## config.mk

```make
export PLATFORM = sky130hd
export DESIGN_NAME = rename_unit
export DESIGN_NICKNAME = d
export VERILOG_FILES = /design/src/design/rename_pkg.sv /design/src/design/ckpt_if.sv /design/src/design/rename_unit.sv /design/src/design/branch_stack.sv /design/src/design/free_list.sv /design/src/design/map_table.sv
export VERILOG_INCLUDE_DIRS = /design/src /design/src/include
export SDC_FILE = /design/constraint.sdc
export NUM_CORES = 2
export LEC_CHECK = 0
export BUFFER_PORTS_ARGS = -buffer_cell sky130_fd_sc_hd__buf_2
export CELL_PAD_IN_SITES_DETAIL_PLACEMENT = 1
export CELL_PAD_IN_SITES_GLOBAL_PLACEMENT = 1
export CORE_ASPECT_RATIO = 1.25
export CORE_MARGIN = 5
export CORE_UTILIZATION = 30
export CTS_BUF_LIST = sky130_fd_sc_hd__clkbuf_8
export CTS_CLUSTER_DIAMETER = 30
export DETAILED_ROUTE_END_ITERATION = 10
export PLACE_DENSITY = 0.61
export SYNTH_ARGS = -nofsm -noshare
export SYNTH_HDL_FRONTEND = slang
export SYNTH_SLANG_ARGS = --single-unit
```

## constraint.sdc

```tcl
create_clock -name clk -period 11.9 [get_ports clk]
set_input_delay 0 -clock clk [delete_from_list [all_inputs] [get_ports clk]]
set_output_delay 0 -clock clk [all_outputs]
set_load 0.005 [all_outputs]
```

## src/include/rename_consts.svh

```systemverilog
`ifndef RENAME_CONSTS_SVH
`define RENAME_CONSTS_SVH

// Architectural register file.
`define AREG_NUM 32
`define AREG_W 5

// Physical register file.
`define PREG_NUM 64
`define PREG_W 6

// Hardwired zero register. Never waits on a producer.
`define ZERO_AREG 31

// Branch checkpoints in flight.
`define BR_DEPTH 4
`define BR_PTR_W 2

// Free-list pointers carry one extra wrap bit.
`define FL_PTR_W (`PREG_W + 1)

`endif
```

## src/design/rename_pkg.sv

```systemverilog
`include "rename_consts.svh"

package rename_pkg;

  // Register indices.
  typedef logic [`AREG_W-1:0] areg_t;  // Architectural index.
  typedef logic [`PREG_W-1:0] preg_t;  // Physical register name.

  // One map entry. Ready sits in the top bit and the preg name below it.
  typedef logic [`PREG_W:0] map_entry_t;

  // Whole map indexed by architectural register.
  typedef map_entry_t [`AREG_NUM-1:0] map_image_t;

  // Free-list head or tail with wrap bit.
  typedef logic [`FL_PTR_W-1:0] fl_ptr_t;

  // Branch outcome reported by the ROB.
  typedef enum logic [1:0] {
    BR_NONE    = 2'd0,  // No branch resolves this cycle.
    BR_CORRECT = 2'd1,  // Oldest branch predicted right.
    BR_WRONG   = 2'd2   // Oldest branch mispredicted.
  } br_state_e;

endpackage

```

## src/design/ckpt_if.sv

```systemverilog
`timescale 1ns/1ps
`include "rename_consts.svh"

// Checkpoint traffic between the rename blocks.
interface ckpt_if;

  rename_pkg::map_image_t snap_map;   // Map after this cycle's updates.
  rename_pkg::fl_ptr_t    snap_head;  // Free-list head after this cycle's pop.
  rename_pkg::map_image_t rst_map;    // Map image to recover.
  rename_pkg::fl_ptr_t    rst_head;   // Free-list head to recover.
  logic                   restore;    // Single-cycle recovery strobe.

  // Map table side.
  modport map_mp (
    output snap_map,
    input  rst_map,
    input  restore
  );

  // Free list side. Only the head is ever rolled back.
  modport free_mp (
    output snap_head,
    input  rst_head,
    input  restore
  );

  // Branch stack captures snapshots and replays the oldest one.
  modport stack_mp (
    input  snap_map,
    input  snap_head,
    output rst_map,
    output rst_head,
    output restore
  );

endinterface

```

## src/design/rename_unit.sv

```systemverilog
`timescale 1ns/1ps
`include "rename_consts.svh"

module rename_unit (
  input  logic                   clk,
  input  logic                   rst,
  // Dispatch.
  input  logic                   dispatch_en_i,
  input  logic                   is_branch_i,
  input  rename_pkg::areg_t      opa_areg_i,
  input  rename_pkg::areg_t      opb_areg_i,
  input  rename_pkg::areg_t      dest_areg_i,
  // Completion broadcast.
  input  logic                   cdb_en_i,
  input  rename_pkg::preg_t      cdb_preg_i,
  // Retirement.
  input  logic                   retire_en_i,
  input  rename_pkg::preg_t      retire_preg_i,
  input  rename_pkg::br_state_e  br_state_i,
  // Renamed operands.
  output rename_pkg::preg_t      opa_preg_o,
  output logic                   opa_rdy_o,
  output rename_pkg::preg_t      opb_preg_o,
  output logic                   opb_rdy_o,
  // Renamed destination.
  output rename_pkg::preg_t      dest_new_preg_o,
  output rename_pkg::preg_t      dest_old_preg_o,
  output logic                   stall_o
);

  logic br_full;  // Checkpoint slots exhausted.

  // Snapshot and recovery paths.
  ckpt_if ckpt0 ();

  map_table map0 (
    .clk             (clk),
    .rst             (rst),
    .dispatch_en_i   (dispatch_en_i),
    .opa_areg_i      (opa_areg_i),
    .opb_areg_i      (opb_areg_i),
    .dest_areg_i     (dest_areg_i),
    .new_preg_i      (dest_new_preg_o),  // Free-list head goes straight into the map.
    .cdb_en_i        (cdb_en_i),
    .cdb_preg_i      (cdb_preg_i),
    .ckpt            (ckpt0.map_mp),
    .opa_preg_o      (opa_preg_o),
    .opb_preg_o      (opb_preg_o),
    .dest_old_preg_o (dest_old_preg_o),
    .opa_rdy_o       (opa_rdy_o),
    .opb_rdy_o       (opb_rdy_o)
  );

  free_list free0 (
    .clk           (clk),
    .rst           (rst),
    .dispatch_en_i (dispatch_en_i),
    .retire_en_i   (retire_en_i),
    .retire_preg_i (retire_preg_i),
    .br_full_i     (br_full),
    .is_branch_i   (is_branch_i),
    .ckpt          (ckpt0.free_mp),
    .new_preg_o    (dest_new_preg_o),
    .stall_o       (stall_o)
  );

  branch_stack br0 (
    .clk        (clk),
    .rst        (rst),
    .save_i     (dispatch_en_i & is_branch_i),  // Checkpoint only on branch dispatch.
    .br_state_i (br_state_i),
    .ckpt       (ckpt0.stack_mp),
    .full_o     (br_full)
  );

endmodule

```

## src/design/branch_stack.sv

```systemverilog
`timescale 1ns/1ps
`include "rename_consts.svh"

module branch_stack (
  input  logic                   clk,
  input  logic                   rst,
  input  logic                   save_i,      // Branch dispatched this cycle.
  input  rename_pkg::br_state_e  br_state_i,  // Outcome of the oldest branch.
  ckpt_if.stack_mp               ckpt,
  output logic                   full_o       // All checkpoints in use.
);

  // Checkpoint storage. One slot per unresolved branch.
  rename_pkg::map_image_t img_mem  [`BR_DEPTH];  // Map snapshots.
  rename_pkg::fl_ptr_t    head_mem [`BR_DEPTH];  // Free-list heads.

  logic [`BR_PTR_W-1:0] rd_ptr_q;  // Oldest branch.
  logic [`BR_PTR_W-1:0] wr_ptr_q;  // Next free slot.
  logic [`BR_PTR_W:0]   count_q;   // Branches in flight.

  logic empty;
  logic push;
  logic pop;
  logic flush;

  assign empty  = (count_q == '0);
  assign full_o = (count_q == (`BR_PTR_W + 1)'(`BR_DEPTH));

  // Branches resolve in program order so only the oldest slot is ever read.
  assign flush = (br_state_i == rename_pkg::BR_WRONG) & ~empty;    // Mispredict.
  assign pop   = (br_state_i == rename_pkg::BR_CORRECT) & ~empty;  // Checkpoint no longer needed.
  assign push  = save_i & ~full_o & ~flush;

  // Recovery data.
  assign ckpt.restore  = flush;
  assign ckpt.rst_map  = img_mem[rd_ptr_q];
  assign ckpt.rst_head = head_mem[rd_ptr_q];

  // Control.
  always_ff @(posedge clk) begin
    if (rst) begin
      rd_ptr_q <= '0;
      wr_ptr_q <= '0;
      count_q  <= '0;
    end else if (flush) begin
      // Every younger branch is on the wrong path too.
      rd_ptr_q <= '0;
      wr_ptr_q <= '0;
      count_q  <= '0;
    end else begin
      if (push) begin
        wr_ptr_q <= wr_ptr_q + 1'b1;  // Wraps at BR_DEPTH.
      end
      if (pop) begin
        rd_ptr_q <= rd_ptr_q + 1'b1;
      end
      case ({push, pop})
        2'b10:   count_q <= count_q + 1'b1;
        2'b01:   count_q <= count_q - 1'b1;
        default: count_q <= count_q;  // Both or neither.
      endcase
    end
  end

  // Capture the state right after the branch renames.
  always_ff @(posedge clk) begin
    if (push) begin
      img_mem[wr_ptr_q]  <= ckpt.snap_map;
      head_mem[wr_ptr_q] <= ckpt.snap_head;
    end
  end

endmodule

```

## src/design/free_list.sv

```systemverilog
`timescale 1ns/1ps
`include "rename_consts.svh"

module free_list (
  input  logic               clk,
  input  logic               rst,
  input  logic               dispatch_en_i,  // Pop a name for the dest.
  input  logic               retire_en_i,    // Push a name back.
  input  rename_pkg::preg_t  retire_preg_i,  // Old dest of the retiring instruction.
  input  logic               br_full_i,      // No checkpoint slot left.
  input  logic               is_branch_i,    // Instruction at dispatch is a branch.
  ckpt_if.free_mp            ckpt,
  output rename_pkg::preg_t  new_preg_o,     // Name handed to the next dest.
  output logic               stall_o         // Hold dispatch.
);

  // Circular buffer of free names.
  rename_pkg::preg_t fifo_mem [`PREG_NUM];

  rename_pkg::fl_ptr_t head_q;  // Next name to hand out.
  rename_pkg::fl_ptr_t head_d;
  rename_pkg::fl_ptr_t tail_q;  // Next slot to fill on retire.

  logic empty;  // Nothing left to allocate.
  logic pop;

  // Pointers equal including the wrap bit.
  assign empty = (head_q == tail_q);

  assign pop = dispatch_en_i & ~empty;

  // Head entry is always presented.
  assign new_preg_o = fifo_mem[head_q[`PREG_W-1:0]];

  // Out of names or out of checkpoints for a branch.
  assign stall_o = empty | (br_full_i & is_branch_i);

  always_comb begin
    head_d = head_q;
    if (ckpt.restore) begin
      // Names taken on the wrong path go back in one step.
      head_d = ckpt.rst_head;
    end else if (pop) begin
      head_d = head_q + 1'b1;
    end
  end

  // Branch snapshot sees the head after the branch's own pop.
  assign ckpt.snap_head = head_d;

  always_ff @(posedge clk) begin
    if (rst) begin
      head_q <= '0;
      tail_q <= rename_pkg::fl_ptr_t'(`PREG_NUM - `AREG_NUM);  // Upper half is free.
    end else begin
      head_q <= head_d;
      if (retire_en_i) begin
        tail_q <= tail_q + 1'b1;  // Tail is untouched by recovery.
      end
    end
  end

  // Storage.
  always_ff @(posedge clk) begin
    if (rst) begin
      // Preload pregs AREG_NUM and up in ascending order.
      for (int i = 0; i < `PREG_NUM - `AREG_NUM; i++) begin
        fifo_mem[i] <= rename_pkg::preg_t'(`AREG_NUM + i);
      end
    end else if (retire_en_i) begin
      fifo_mem[tail_q[`PREG_W-1:0]] <= retire_preg_i;
    end
  end

endmodule

```

## src/design/map_table.sv

```systemverilog
`timescale 1ns/1ps
`include "rename_consts.svh"

module map_table (
  input  logic                clk,
  input  logic                rst,
  input  logic                dispatch_en_i,    // One instruction renamed this cycle.
  input  rename_pkg::areg_t   opa_areg_i,       // Source A.
  input  rename_pkg::areg_t   opb_areg_i,       // Source B.
  input  rename_pkg::areg_t   dest_areg_i,      // Destination.
  input  rename_pkg::preg_t   new_preg_i,       // Fresh name from the free list.
  input  logic                cdb_en_i,         // Result broadcast valid.
  input  rename_pkg::preg_t   cdb_preg_i,       // Tag of the finished result.
  ckpt_if.map_mp              ckpt,
  output rename_pkg::preg_t   opa_preg_o,
  output rename_pkg::preg_t   opb_preg_o,
  output rename_pkg::preg_t   dest_old_preg_o,  // Freed later when the instruction retires.
  output logic                opa_rdy_o,
  output logic                opb_rdy_o
);

  rename_pkg::map_image_t map_q;  // Live map.
  rename_pkg::map_image_t map_d;  // Next map.

  // Entries read at dispatch.
  rename_pkg::map_entry_t opa_ent;
  rename_pkg::map_entry_t opb_ent;
  rename_pkg::map_entry_t dest_ent;

  logic opa_cdb_hit;  // Producer of A broadcasts this cycle.
  logic opb_cdb_hit;  // Producer of B broadcasts this cycle.

  // Three read ports.
  assign opa_ent  = map_q[opa_areg_i];
  assign opb_ent  = map_q[opb_areg_i];
  assign dest_ent = map_q[dest_areg_i];

  assign opa_preg_o      = opa_ent[`PREG_W-1:0];
  assign opb_preg_o      = opb_ent[`PREG_W-1:0];
  assign dest_old_preg_o = dest_ent[`PREG_W-1:0];  // Previous mapping of the dest.

  // Same-cycle wakeup.
  // The stored ready bit only flips at the edge so the tag compare is forwarded here.
  assign opa_cdb_hit = cdb_en_i && (opa_ent[`PREG_W-1:0] == cdb_preg_i);
  assign opb_cdb_hit = cdb_en_i && (opb_ent[`PREG_W-1:0] == cdb_preg_i);

  assign opa_rdy_o = opa_ent[`PREG_W] | opa_cdb_hit;
  assign opb_rdy_o = opb_ent[`PREG_W] | opb_cdb_hit;

  // Next-state map.
  always_comb begin
    map_d = map_q;  // Hold by default.
    if (ckpt.restore) begin
      // Mispredict wins over everything else this cycle.
      map_d = ckpt.rst_map;
    end else begin
      // Associative search on the broadcast tag.
      if (cdb_en_i) begin
        for (int i = 0; i < `AREG_NUM; i++) begin
          if (map_q[i][`PREG_W-1:0] == cdb_preg_i) begin
            map_d[i][`PREG_W] = 1'b1;  // Producer done.
          end
        end
      end
      // Rename of the dest comes last.
      // A broadcast on the old name of the same dest is overwritten here.
      if (dispatch_en_i) begin
        map_d[dest_areg_i] = {1'b0, new_preg_i};  // New producer still in flight.
      end
    end
    map_d[`ZERO_AREG][`PREG_W] = 1'b1;  // Zero register never waits.
  end

  // Snapshot seen by the branch stack includes this cycle's rename.
  assign ckpt.snap_map = map_d;

  always_ff @(posedge clk) begin
    if (rst) begin
      // Identity map, everything committed.
      for (int i = 0; i < `AREG_NUM; i++) begin
        map_q[i] <= {1'b1, rename_pkg::preg_t'(i)};
      end
    end else begin
      map_q <= map_d;
    end
  end

endmodule

```

==> metrics.txt <==
Hold WS=roughly 0.11 ns; Syn Nets=4515; Layout Cells excl Fill=8005; Syn Inst Count=4472; Async S/R FF share, synth=0%; Sequential cell area=0.04410 mm^2; worst relative slew slack=16.09%; mean post-synth cell area=around 15 um^2; IO buf count=61; post-CTS sizing=0; H-tree depth=5; RePlAce Congestion=between 0.8 and 0.9; CTS Sinks=1550; setup TNS=0 ns; Mapped Area=0.06930 mm^2; required time of the worst setup path=11.90 ns; Placed Instances=between 7k and 8k; min cycle time layout=5.924 ns; final setup skew=around 0.12 ns; min-delay worst type=in2reg; number of synthesized flops with an enable pin=1304; initial core utilization=30.10%; Clock Root Buffer=clkbuf_8; max-slew violation count=0; Iteration-0 DRC Markers=3613; antenna violations before repair=10; Least-Margin Pin Slew=1.259 ns; vias in the first global route=46.95k; postcts setup bufs=0; GRT Total Usage=18.66%; DIE HEIGHT=547.3 um; Worst VDD drop=125.7 uV; top cells by count, synth=edfxtp_1, mux4_2, o21ai_0, nand2_1, dfxtp_1; layout cells sized above 1=25.97%; endpoints failing setup=0; max cap viols=0; core area=between 0.2 and 0.25 mm^2; Pwr Density=175.1 mW/mm^2; Main synth FF type=edfxtp_1; fill count=around 24k; Startpoint Class=register; Ports=62; final instance area=between 0.08 and 0.09 mm^2; Die ar.=0.2408 mm^2; drt pass-1 iters=6; largest net degree at the start of global routing=106; Setup Crit Path Kind=reg2out; part of the cycle the worst path needs=49.78%; RSZ-0062 raised after global routing=no; area leader, netlist=edfxtp_1; cell with the most instances after synthesis=edfxtp_1; Yosys top cell area share=56.51%; crit path DAT=5.92 ns; Clock Path Buffers=4; Nets=4694; Overflow after GRT=0; via density per instance=5.526; YS warnings=0; sequential area share after synthesis=63.61%; Clock transition at path regs=0.06 ns; DRC violations left=0; first-pass GRT wire length=333.9 mm; via count=44.24k; Num CTS Buffers=346; CTS tree=done; register bit total from synthesis=1550; f_max=168.8 MHz; multi-input logic area=0.02382 mm^2; Routed WL=229.4 mm; Final Hold Viols=0; area delta synth->final=16.20%; hpwl dp=141.7 mm; crit-path max FO=37; DIE WIDTH=439.9 um; DR WL/cell=28.65 um; crit path capture type=primary output; Worst-Skew Late Latency=about 1.1 ns; leakage power=~25 nW; Final Power=14.10 mW; status=finished clean; placed cell area=roughly 0.073 mm^2; row count=197; largest cells by area after synthesis=edfxtp_1, mux4_2, dfxtp_1, a22oi_1, o21ai_0; Detail Route Antenna Nets=0; synth unique cells=64; Hold Buf Count CTS=28
## routing by layer
| layer | global-route usage [%] | routed length (um) | vias up |
|---|---|---|---|
| met3 | 3.262 | 13920 | 521 |
| met4 | 9.274 | 12240 | 2 |
| met1 | 23.05 | 89980 | 23580 |
| met5 | 0 | 13 | - |
| li1 | - | - | 18460 |
| met2 | 31.56 | 113200 | 1675 |
## stage by stage
step           util [%]  worst slack (ns)
2_1_floorplan         -             4.466
3_3_place_gp      31.69             6.656
3_5_place_dp      31.69             6.655
4_1_cts           34.97             5.831
5_1_grt           34.98             5.729
6_report          34.98             5.976
## final timing paths
path                                      start                  end  slack (ns)  cells after the start
worst max-delay path            free0.head_q[0]   dest_new_preg_o[2]        5.98                     10
worst min-delay path              cdb_preg_i[3]  br0.img_mem[2][118]        0.11                      6
worst min register to register  br0.rd_ptr_q[1]      br0.rd_ptr_q[1]        0.53                      2
worst max register to register  free0.head_q[0]      map0.map_q[184]        6.46                     10
## report_power, final
part           switching, mW  internal, mW  total, mW
Sequential             0.160          6.13       6.29
Combinational           1.04         0.542       1.58
Clock                   2.51          3.72       6.23
Total                   3.71          10.4       14.1
## cell type report
type,count,area share (%)
Antenna cell,4,0.01243
Clock buffer,378,6.461
Clock inverter,236,2.582
Inverter,20,0.09323
Multi-Input combinational cell,2549,29.58
Sequential cell,1550,54.76
Tap cell,3084,4.792
Timing Repair Buffer,184,1.709
## worst max-delay path, cell delays in order, from the launching register on
cell,delay (ns)
dfxtp_4,0.82
buf_4,0.66
mux4_2,0.58
mux2_2,0.30
o21ai_0,0.39
o22ai_1,0.32
a221oi_4,0.25
buf_4,0.47
buf_4,0.68
inv_1,0.18
buf_2,0.18
## cell families (layout without fill, tap and decap cells)
| kind of cell | count (synthesis) | count (layout) | synth area share (%) |
|---|---|---|---|
| buf+inv | 373 | 818 | 2.203 |
| compound gates | 861 | 861 | 8.244 |
| fa+ha+maj | 8 | 8 | 0.1553 |
| xor+xnor | 222 | 222 | 2.806 |
| mux | 551 | 551 | 16.63 |
| other cells | 0 | 4 | 0 |
| simple gates | 907 | 907 | 6.347 |
| flops | 1550 | 1550 | 63.61 |
## registers in the layout (all words and copies together) (netlist names), named ones only
| register | flops |
|---|---|
| br0.rd_ptr_q | 2 |
| free0.head_q | 7 |
| free0.tail_q | 7 |
| br0.head_mem | 28 |
| free0.fifo_mem | 384 |
| br0.wr_ptr_q | 2 |
| br0.img_mem | 892 |
| br0.count_q | 3 |
| map0.map_q | 223 |
## placed cells by master (no fill, tap or decap), types with 45 or more instances in the layout
cell      count
nor2b_1      45
inv_1        78
a21oi_1      83
clkbuf_8    378
dfxtp_1     241
mux4_2      478
a32oi_1      73
o21ai_0     303
nor2_1      223
xor2_1      107
mux2i_1      50
xnor2_1     115
or3_1        72
buf_2        55
nand2_1     260
buf_4        96
or2_2        67
o32ai_1      52
clkinv_2     60
nor3_1       51
a22oi_1     218
edfxtp_1   1304
(Power assumes the default switching activity.)
